### src/common/core_params.svh
`ifndef CORE_PARAMS_SVH
`define CORE_PARAMS_SVH

// datapath width.
`define CORE_DATA_W 32

// register select width.
`define CORE_REG_SEL_W 4

// number of general purpose registers.
`define CORE_REG_COUNT 16

// immediate field, sign-extended to the datapath width.
`define CORE_IMM_W 16

`endif

### src/common/core_pkg.sv
`default_nettype none

`include "core_params.svh"

package core_pkg;

	// ############################################################
	// encodings
	// ############################################################

	typedef enum logic [4:0] {
		alu_add,
		alu_addc,
		alu_sub,
		alu_subc,
		alu_lsl,
		alu_lsr,
		alu_and,
		alu_xor,
		alu_bic,
		alu_bst,
		alu_or,
		alu_mov,
		alu_cmp,
		alu_orlo,
		alu_asr,
		alu_pass
	} alu_op_e;

	typedef enum logic [2:0] {
		br_never  = 3'd0,
		br_ne     = 3'd1,
		br_eq     = 3'd2,
		br_cc     = 3'd3,
		br_cs     = 3'd4,
		br_always = 3'd7
	} branch_cond_e;

	typedef enum logic [1:0] {
		cls_alu    = 2'd0,
		cls_branch = 2'd1,
		cls_mem    = 2'd2,
		cls_call   = 2'd3
	} instr_class_e;

	typedef enum logic [1:0] {
		mw_byte = 2'd0,
		mw_half = 2'd1,
		mw_word = 2'd2
	} mem_width_e;

	// first alu operand source.
	typedef enum logic [1:0] {
		op1_ra = 2'd0,
		op1_rb = 2'd1,
		op1_pc = 2'd2
	} op1_sel_e;

	// ############################################################
	// bundles between stages
	// ############################################################

	typedef struct packed {
		alu_op_e                     alu_opc;
		op1_sel_e                    op1_sel;
		logic                        op2_rb;
		logic [`CORE_DATA_W-1:0]     imm32;
		logic [`CORE_REG_SEL_W-1:0]  rd_sel;
		logic                        update_rd;
		logic                        mem_load;
		logic                        mem_store;
		mem_width_e                  mem_width;
		branch_cond_e                branch_condition;
		instr_class_e                instr_class;
		logic                        is_call;
		logic                        update_flags;
	} exec_ctrl_t;

	typedef struct packed {
		logic                        wr_en;
		logic [`CORE_REG_SEL_W-1:0]  rd_sel;
		logic [`CORE_DATA_W-1:0]     wr_val;
	} wb_t;

	typedef struct packed {
		logic                        load;
		logic                        store;
		mem_width_e                  width;
		logic [`CORE_DATA_W-1:0]     addr;
		logic [`CORE_DATA_W-1:0]     data;
	} mem_req_t;

endpackage

`default_nettype wire

### src/design/core_top.sv
`timescale 1ns/100ps
`default_nettype none

`include "core_params.svh"

module core_top (
	input  logic                     clk,
	input  logic                     reset,
	input  logic                     instr_valid,
	input  logic [31:0]              instr,
	input  logic [`CORE_DATA_W-1:0]  pc,
	output core_pkg::wb_t            wb,
	output core_pkg::mem_req_t       mem_req,
	output logic                     branch_taken,
	output logic [`CORE_DATA_W-1:0]  branch_target,
	output logic                     stall_clear
);
	import core_pkg::*;

	logic [`CORE_REG_SEL_W-1:0]  ra_sel;
	logic [`CORE_REG_SEL_W-1:0]  rb_sel;
	logic [`CORE_DATA_W-1:0]     ra_val;
	logic [`CORE_DATA_W-1:0]     rb_val;
	logic [`CORE_DATA_W-1:0]     pc_plus_4;
	exec_ctrl_t                  ctrl;

	instr_decoder i_decoder (
		.instr_valid (instr_valid),
		.instr       (instr),
		.pc          (pc),
		.ra_sel      (ra_sel),
		.rb_sel      (rb_sel),
		.ctrl        (ctrl),
		.pc_plus_4   (pc_plus_4)
	);

	// write-back loops straight into the write port.
	register_file i_regs (
		.clk    (clk),
		.reset  (reset),
		.ra_sel (ra_sel),
		.rb_sel (rb_sel),
		.ra_val (ra_val),
		.rb_val (rb_val),
		.wb     (wb)
	);

	exec_unit i_exec (
		.clk           (clk),
		.reset         (reset),
		.ctrl          (ctrl),
		.ra_val        (ra_val),
		.rb_val        (rb_val),
		.pc_plus_4     (pc_plus_4),
		.wb            (wb),
		.mem_req       (mem_req),
		.branch_taken  (branch_taken),
		.branch_target (branch_target),
		.stall_clear   (stall_clear)
	);

endmodule

`default_nettype wire

### src/design/instr_decoder.sv
`timescale 1ns/100ps
`default_nettype none

`include "core_params.svh"

module instr_decoder (
	input  logic                        instr_valid,
	input  logic [31:0]                 instr,
	input  logic [`CORE_DATA_W-1:0]     pc,
	output logic [`CORE_REG_SEL_W-1:0]  ra_sel,
	output logic [`CORE_REG_SEL_W-1:0]  rb_sel,
	output core_pkg::exec_ctrl_t        ctrl,
	output logic [`CORE_DATA_W-1:0]     pc_plus_4
);
	import core_pkg::*;

	instr_class_e                cls;
	alu_op_e                     opc;
	logic [`CORE_REG_SEL_W-1:0]  rd;
	logic [`CORE_REG_SEL_W-1:0]  rb;
	logic [`CORE_IMM_W-1:0]      imm;
	logic [`CORE_DATA_W-1:0]     imm32;
	logic                        is_store;

	// ############################################################
	// field split
	// ############################################################

	assign cls      = instr_class_e'(instr[31:30]);
	assign opc      = alu_op_e'(instr[29:25]);
	assign rd       = instr[23:20];
	assign ra_sel   = instr[19:16];
	assign rb       = instr[15:12];
	assign imm      = instr[`CORE_IMM_W-1:0];
	assign is_store = instr[29];

	assign imm32 = {{(`CORE_DATA_W - `CORE_IMM_W){imm[`CORE_IMM_W-1]}}, imm};

	assign pc_plus_4 = pc + `CORE_DATA_W'd4;

	// store data comes out of read port b.
	assign rb_sel = (cls == cls_mem && is_store) ? rd : rb;

	// ############################################################
	// control word
	// ############################################################

	always_comb begin
		ctrl.alu_opc          = opc;
		ctrl.op1_sel          = op1_ra;
		ctrl.op2_rb           = ~instr[24];
		ctrl.imm32            = imm32;
		ctrl.rd_sel           = rd;
		ctrl.update_rd        = 1'b0;
		ctrl.mem_load         = 1'b0;
		ctrl.mem_store        = 1'b0;
		ctrl.mem_width        = mem_width_e'(instr[26:25]);
		ctrl.branch_condition = br_never;
		ctrl.instr_class      = cls;
		ctrl.is_call          = 1'b0;
		ctrl.update_flags     = 1'b0;

		case (cls)
		cls_alu: begin
			ctrl.update_rd    = (opc != alu_cmp);
			ctrl.update_flags = opc inside {alu_add, alu_addc, alu_sub, alu_subc, alu_cmp};
		end
		cls_branch: begin
			// target is pc + 4 + imm.
			ctrl.alu_opc          = alu_add;
			ctrl.op1_sel          = op1_pc;
			ctrl.op2_rb           = 1'b0;
			ctrl.branch_condition = branch_cond_e'(instr[27:25]);
		end
		cls_mem: begin
			// address is ra + imm.
			ctrl.alu_opc   = alu_add;
			ctrl.op2_rb    = 1'b0;
			ctrl.mem_store = is_store;
			ctrl.mem_load  = ~is_store;
		end
		cls_call: begin
			ctrl.alu_opc   = alu_pass;
			ctrl.is_call   = 1'b1;
			ctrl.update_rd = 1'b1;
		end
		default: ;
		endcase

		// bubble.
		if (!instr_valid) begin
			ctrl.update_rd        = 1'b0;
			ctrl.mem_load         = 1'b0;
			ctrl.mem_store        = 1'b0;
			ctrl.branch_condition = br_never;
			ctrl.instr_class      = cls_alu;
			ctrl.is_call          = 1'b0;
			ctrl.update_flags     = 1'b0;
		end
	end

endmodule

`default_nettype wire

### src/design/register_file.sv
`timescale 1ns/100ps
`default_nettype none

`include "core_params.svh"

module register_file (
	input  logic                        clk,
	input  logic                        reset,
	input  logic [`CORE_REG_SEL_W-1:0]  ra_sel,
	input  logic [`CORE_REG_SEL_W-1:0]  rb_sel,
	output logic [`CORE_DATA_W-1:0]     ra_val,
	output logic [`CORE_DATA_W-1:0]     rb_val,
	input  core_pkg::wb_t               wb
);

	logic [`CORE_DATA_W-1:0] regs [`CORE_REG_COUNT];

	always_ff @(posedge clk) begin
		if (reset) begin
			for (int i = 0; i < `CORE_REG_COUNT; i++) begin
				regs[i] <= '0;
			end
		end else if (wb.wr_en) begin
			regs[wb.rd_sel] <= wb.wr_val;
		end
	end

	// same-cycle write bypass.
	assign ra_val = (wb.wr_en && wb.rd_sel == ra_sel) ? wb.wr_val : regs[ra_sel];
	assign rb_val = (wb.wr_en && wb.rd_sel == rb_sel) ? wb.wr_val : regs[rb_sel];

endmodule

`default_nettype wire

### src/exec/exec_alu.sv
`timescale 1ns/100ps
`default_nettype none

`include "core_params.svh"

module exec_alu (
	input  core_pkg::exec_ctrl_t     ctrl,
	input  logic [`CORE_DATA_W-1:0]  ra_val,
	input  logic [`CORE_DATA_W-1:0]  rb_val,
	input  logic [`CORE_DATA_W-1:0]  pc_plus_4,
	input  logic                     c_flag,
	output logic [`CORE_DATA_W-1:0]  alu_q,
	output logic                     alu_c,
	output logic                     alu_z,
	output logic [`CORE_DATA_W-1:0]  op2
);
	import core_pkg::*;

	logic [`CORE_DATA_W-1:0]  op1;
	logic [4:0]               shamt;
	logic [`CORE_DATA_W-1:0]  bit_mask;
	logic [`CORE_DATA_W:0]    carry_in;

	// ############################################################
	// operands
	// ############################################################

	always_comb begin
		case (ctrl.op1_sel)
		op1_ra:  op1 = ra_val;
		op1_rb:  op1 = rb_val;
		default: op1 = pc_plus_4;
		endcase
	end

	assign op2      = ctrl.op2_rb ? rb_val : ctrl.imm32;
	assign shamt    = op2[4:0];
	assign bit_mask = `CORE_DATA_W'd1 << shamt;
	assign carry_in = {{`CORE_DATA_W{1'b0}}, c_flag};

	assign alu_z = (op1 == op2);

	// ############################################################
	// operations
	// ############################################################

	always_comb begin
		alu_c = 1'b0;
		alu_q = '0;

		case (ctrl.alu_opc)
		alu_add:  {alu_c, alu_q} = {1'b0, op1} + {1'b0, op2};
		alu_addc: {alu_c, alu_q} = {1'b0, op1} + {1'b0, op2} + carry_in;
		alu_sub:  {alu_c, alu_q} = {1'b0, op1} - {1'b0, op2};
		alu_subc: {alu_c, alu_q} = {1'b0, op1} - {1'b0, op2} + carry_in;
		alu_lsl:  {alu_c, alu_q} = {1'b0, op1} << shamt;
		alu_lsr:  alu_q = op1 >> shamt;
		alu_and:  alu_q = op1 & op2;
		alu_xor:  alu_q = op1 ^ op2;
		alu_bic:  alu_q = op1 & ~bit_mask;
		alu_bst:  alu_q = op1 | bit_mask;
		alu_or:   alu_q = op1 | op2;
		alu_mov:  alu_q = op2;
		// compare is a subtract that only feeds the flags.
		alu_cmp:  {alu_c, alu_q} = {1'b0, op1} - {1'b0, op2};
		alu_orlo: alu_q = op1 | {{(`CORE_DATA_W - `CORE_IMM_W){1'b0}}, op2[`CORE_IMM_W-1:0]};
		alu_asr:  alu_q = $signed(op1) >>> shamt;
		alu_pass: alu_q = op1;
		default:  alu_q = '0;
		endcase
	end

endmodule

`default_nettype wire

### src/exec/exec_unit.sv
`timescale 1ns/100ps
`default_nettype none

`include "core_params.svh"

module exec_unit (
	input  logic                     clk,
	input  logic                     reset,
	input  core_pkg::exec_ctrl_t     ctrl,
	input  logic [`CORE_DATA_W-1:0]  ra_val,
	input  logic [`CORE_DATA_W-1:0]  rb_val,
	input  logic [`CORE_DATA_W-1:0]  pc_plus_4,
	output core_pkg::wb_t            wb,
	output core_pkg::mem_req_t       mem_req,
	output logic                     branch_taken,
	output logic [`CORE_DATA_W-1:0]  branch_target,
	output logic                     stall_clear
);
	import core_pkg::*;

	logic [`CORE_DATA_W-1:0]  alu_q;
	logic                     alu_c;
	logic                     alu_z;
	logic [`CORE_DATA_W-1:0]  op2;
	logic                     z_flag;
	logic                     c_flag;
	logic                     cond_met;
	logic                     is_branch;

	exec_alu i_alu (
		.ctrl      (ctrl),
		.ra_val    (ra_val),
		.rb_val    (rb_val),
		.pc_plus_4 (pc_plus_4),
		.c_flag    (c_flag),
		.alu_q     (alu_q),
		.alu_c     (alu_c),
		.alu_z     (alu_z),
		.op2       (op2)
	);

	// ############################################################
	// branch condition
	// ############################################################

	always_comb begin
		case (ctrl.branch_condition)
		br_always: cond_met = 1'b1;
		br_ne:     cond_met = ~z_flag;
		br_eq:     cond_met = z_flag;
		br_cc:     cond_met = ~c_flag;
		br_cs:     cond_met = c_flag;
		default:   cond_met = 1'b0;
		endcase
	end

	assign is_branch = (ctrl.instr_class == cls_branch);

	// ############################################################
	// result registers
	// ############################################################

	always_ff @(posedge clk) begin
		if (ctrl.update_flags) begin
			z_flag <= alu_z;
			c_flag <= alu_c;
		end

		wb.wr_en  <= ctrl.update_rd;
		wb.rd_sel <= ctrl.rd_sel;
		wb.wr_val <= ctrl.is_call ? pc_plus_4 :
			ctrl.mem_store ? op2 : alu_q;

		mem_req.load  <= ctrl.mem_load;
		mem_req.store <= ctrl.mem_store;
		if (ctrl.mem_load || ctrl.mem_store) begin
			mem_req.width <= ctrl.mem_width;
			mem_req.addr  <= alu_q;
		end
		// rb_val carries rd on a store.
		if (ctrl.mem_store) begin
			mem_req.data <= rb_val;
		end

		branch_taken  <= ctrl.is_call || (is_branch && cond_met);
		branch_target <= alu_q;
		stall_clear   <= ctrl.is_call || is_branch;

		if (reset) begin
			z_flag        <= 1'b0;
			c_flag        <= 1'b0;
			wb.wr_en      <= 1'b0;
			mem_req.load  <= 1'b0;
			mem_req.store <= 1'b0;
			branch_taken  <= 1'b0;
			stall_clear   <= 1'b0;
		end
	end

endmodule

`default_nettype wire

### config.mk
export PLATFORM = sky130hd
export DESIGN_NAME = core_top
export DESIGN_NICKNAME = d
export VERILOG_FILES = /design/src/common/core_pkg.sv /design/src/design/core_top.sv /design/src/design/instr_decoder.sv /design/src/design/register_file.sv /design/src/exec/exec_alu.sv /design/src/exec/exec_unit.sv
export VERILOG_INCLUDE_DIRS = /design/src /design/src/common
export SDC_FILE = /design/constraint.sdc
export NUM_CORES = 2
export LEC_CHECK = 0
export BUFFER_PORTS_ARGS = -buffer_cell sky130_fd_sc_hd__buf_2
export CAP_MARGIN = 25
export CORE_MARGIN = 5
export CORE_UTILIZATION = 50
export DETAILED_ROUTE_END_ITERATION = 8
export HOLD_SLACK_MARGIN = 0.08
export PLACE_DENSITY = 0.77
export SETUP_SLACK_MARGIN = 0.1
export SLEW_MARGIN = 20
export SYNTH_ARGS = -nofsm -noshare
export SYNTH_HDL_FRONTEND = slang
export SYNTH_HIERARCHICAL = 1
export SYNTH_SLANG_ARGS = --single-unit
export TNS_END_PERCENT = 10
### constraint.sdc
create_clock -name clk -period 11.99 [get_ports clk]
set_input_delay 0.5995 -clock clk [delete_from_list [all_inputs] [get_ports clk]]
set_output_delay 0.5995 -clock clk [all_outputs]
set_load 0.02 [all_outputs]
==> results by group <==
Synthesis
  • FFs w/ async S/R, synth: 0%
  • Yosys warns: 6
  • Primary FF master, synth: edfxtp_1
  • Post-Syn Area: 0.04589 mm2
  • Post-synthesis cell type count: 116
  • Cells after Synth: 4,239
  • Synthesized Nets: 4,398
  • Post-synth EDFFs: 578
  • Flip-flop and latch count after synthesis: 653
  • Sequential-to-total area share from yosys stat: 41.09%
  • Synth Area per Inst: 10.83 um2

Finish
  • Syn-to-layout area delta: 9.251%
  • Share of cells above drive strength 1: 21.39%
  • Register area: 0.01886 mm2
  • Design area: 0.05014 mm2
  • Filler cells: 7,685
  • Area of the multi-input gates: 0.02514 mm2
  • Final net count: 4,408

Place
  • Dpl ws: 2523 ps
  • Post-DP Area: 0.04773 mm2
  • PortBufs: 205
  • HPWL Detailed: 129,900 um
  • Gpl congestion: 1.051

Floorplanning
  • Row Count: 111
  • Chip width: 313.0 um
  • Starting density of the core: 50.22%
  • I/O pin cnt: 206
  • Core area: 0.09139 mm2
  • Die H: 313.0 um
  • Die area: 0.09794 mm2

Clock tree
  • CTS resizes: 0
  • Postcts setup bufs: 0
  • CTS Root Cell: clkbuf_16
  • Clk pin slew, worst setup/hold paths: 60 ps
  • CTS HTree Levels: 3
  • Clk sinks: 653
  • Worst-skew pair later-pin latency: 640 ps
  • CTS buffer count: 73
  • CTS tree: built
  • Hold buffer count at cts: 0
  • Max clock buf depth: 3

Global routing
  • First-pass GRT wire length: 263,600 um
  • Initial antenna violation count: 7
  • Gr ovfl total: 0
  • All-Layer GR Usage: 36.78%
  • Number of global-route vias before repair: 37,220
  • Largest net degree at the start of global routing: 86

Critical path
  • Buf/Inv on CP: 4
  • Worst reg2reg setup slack: 3550 ps
  • Crit Path Category: input port to register
  • Startpoint types: input port
  • Delay-heaviest family, CP: simple AND/OR/NAND/NOR gates
  • CP peak stage delay: 640 ps
  • CP Data Required Time: 12,460 ps
  • CP dominant cell by count: nand2_1
  • Crit path max-delay cell type: mux2i_1
  • Critical Path AT: 9610 ps
  • Critical path peak fanout: 18
  • Setup crit end kind: register

STA
  • Worst Clk Skew: 30.14 ps
  • Setup TNS: 0 ps
  • Max Slew Vio Count: 0
  • Relative slew margins: 18.16%
  • RSZ-0062 raised after global routing: no
  • Final setup violating endpoints: 0
  • Final Cycle Share: 76.23%
  • Hold slack: 105.3 ps
  • Final worst slack: 2850 ps
  • FMAX: 109.4 MHz
  • Min cycle time layout: 9140 ps
  • Final hold viol count: 0
  • Slew @ Worst Pin: 1216 ps

Routing
  • Total wire length: 186,400 um
  • Vias/cell: 7.088
  • DRC: 0
  • Vias after detailed routing: 39,010
  • DR WL/cell: 33.86 um
  • Starting DRT DRC Count: 6,543
  • Antenna-violating nets left: 0
  • Pre-antenna DRT Iters: 8

Power and ir drop
  • Leakage Power: 0.01868 uW
  • Worst VDD drop: 0.1184 mV
  • Power per cell area: 156.3 mW/mm2

Job
  • Max cap viols: 0

Min path
  • Min-delay worst type: input port to register

Status
  • Status: completed
-- where the power goes --
part	internal, uW	leakage [uW]	switching (uW)
sequential	2650	0.00652	256
combinational	858	0.0110	1830
clock	1310	0.00115	944
total	4810	0.0187	3030
-- cell usage in the layout (no fill, tap or decap), types with 31 or more instances in the layout --
master and n:
a211oi_1 49, buf_2 204, a21oi_1 180, dfxtp_1 75, and2_1 531, a22oi_1 142
xor2_1 48, mux2i_1 140, mux2_2 105, nor3_1 52, inv_1 83, nand3_1 61
edfxtp_1 578, buf_4 113, or2_2 31, mux4_2 265, nand2_1 329, xnor2_1 91
nor2_1 223, o211ai_1 44, o22ai_1 37, ha_1 89, o21ai_0 199, clkbuf_16 73
-- layer usage --
layer	vias to the layer above	GRT usage, %	wire, um
li1	15990	-	-
met1	19140	50.71	69920
met2	3300	51.84	76820
met3	579	13.67	29170
met4	0	16.95	10440
met5	-	0	0
-- logic make-up (layout without fill, tap and decap cells) --
logic type      count (synthesis)  count (layout)  synth area share (%)
simple gates                 1448            1448                 16.93
compound gates                915             915                 13.44
flops                         653             653                 41.09
mux                           514             514                 18.73
buf+inv                       476             543                 4.578
xor+xnor                      140             140                 2.688
fa+ha+maj                      92              92                 2.541
other cells                     1              13              0.008172
-- synth_stat cells, types with 44 or more instances --
library cell  count  area share [%]
mux2i_1         142             3.1
nor2_1          240             2.0
buf_4            46            0.75
dfxtp_1          75             3.3
ha_1             90             2.5
nand2_1         329             2.7
mux4_2          265              13
a211oi_1         49            0.80
o211ai_1         44            0.72
and2_1          530             7.2
xnor2_1          91             1.7
nand3_1          61            0.67
mux2_2          107             2.6
o21ai_0         200             2.2
edfxtp_1        578              38
a21oi_1         181             2.0
clkbuf_1        236             1.9
xor2_1           48            0.92
nor3_1           58            0.63
a22oi_1         142             2.3
buf_2            57            0.62
inv_1            85            0.70
-- sequential cells by signal (all words and copies together), names as in the netlist --
register              cells
i_exec/branch_taken       1
i_exec/branch_target     32
i_exec/c_flag             1
i_exec/mem_req           68
i_exec/stall_clear        1
i_exec/wb                37
i_exec/z_flag             1
i_regs/regs             512
-- area by class of cell --
type	count	share of cell area (%)
flip-flops and latches	653	37.61
inverters	91	0.6813
repair buffers	320	3.818
multi-input cells	3110	50.14
clock inverters	39	0.8485
well taps	1186	2.960
clock buffers	93	3.873
diodes	12	0.05990
-- final timing paths --
kind,startpoint,end,cells after the start
worst max-delay path,instr[30],i_exec/wb[27],26
worst min-delay path,instr[20],i_exec/wb[32],1
worst max register to register,i_exec/wb[33],i_exec/wb[27],22
worst min register to register,i_exec/z_flag,i_exec/z_flag,2
-- through the flow --
step | std cells | utilization (%) | power (uW)
2_1_floorplan | 4239 | - | 4523
3_3_place_gp | 5359 | 52.23 | 5495
3_5_place_dp | 5359 | 52.23 | 5510
4_1_cts | 5491 | 54.82 | 7750
5_1_grt | 5492 | 54.83 | 8080
6_report | 5504 | 54.86 | 7838
Note: power is estimated with default switching activity, not from simulation.
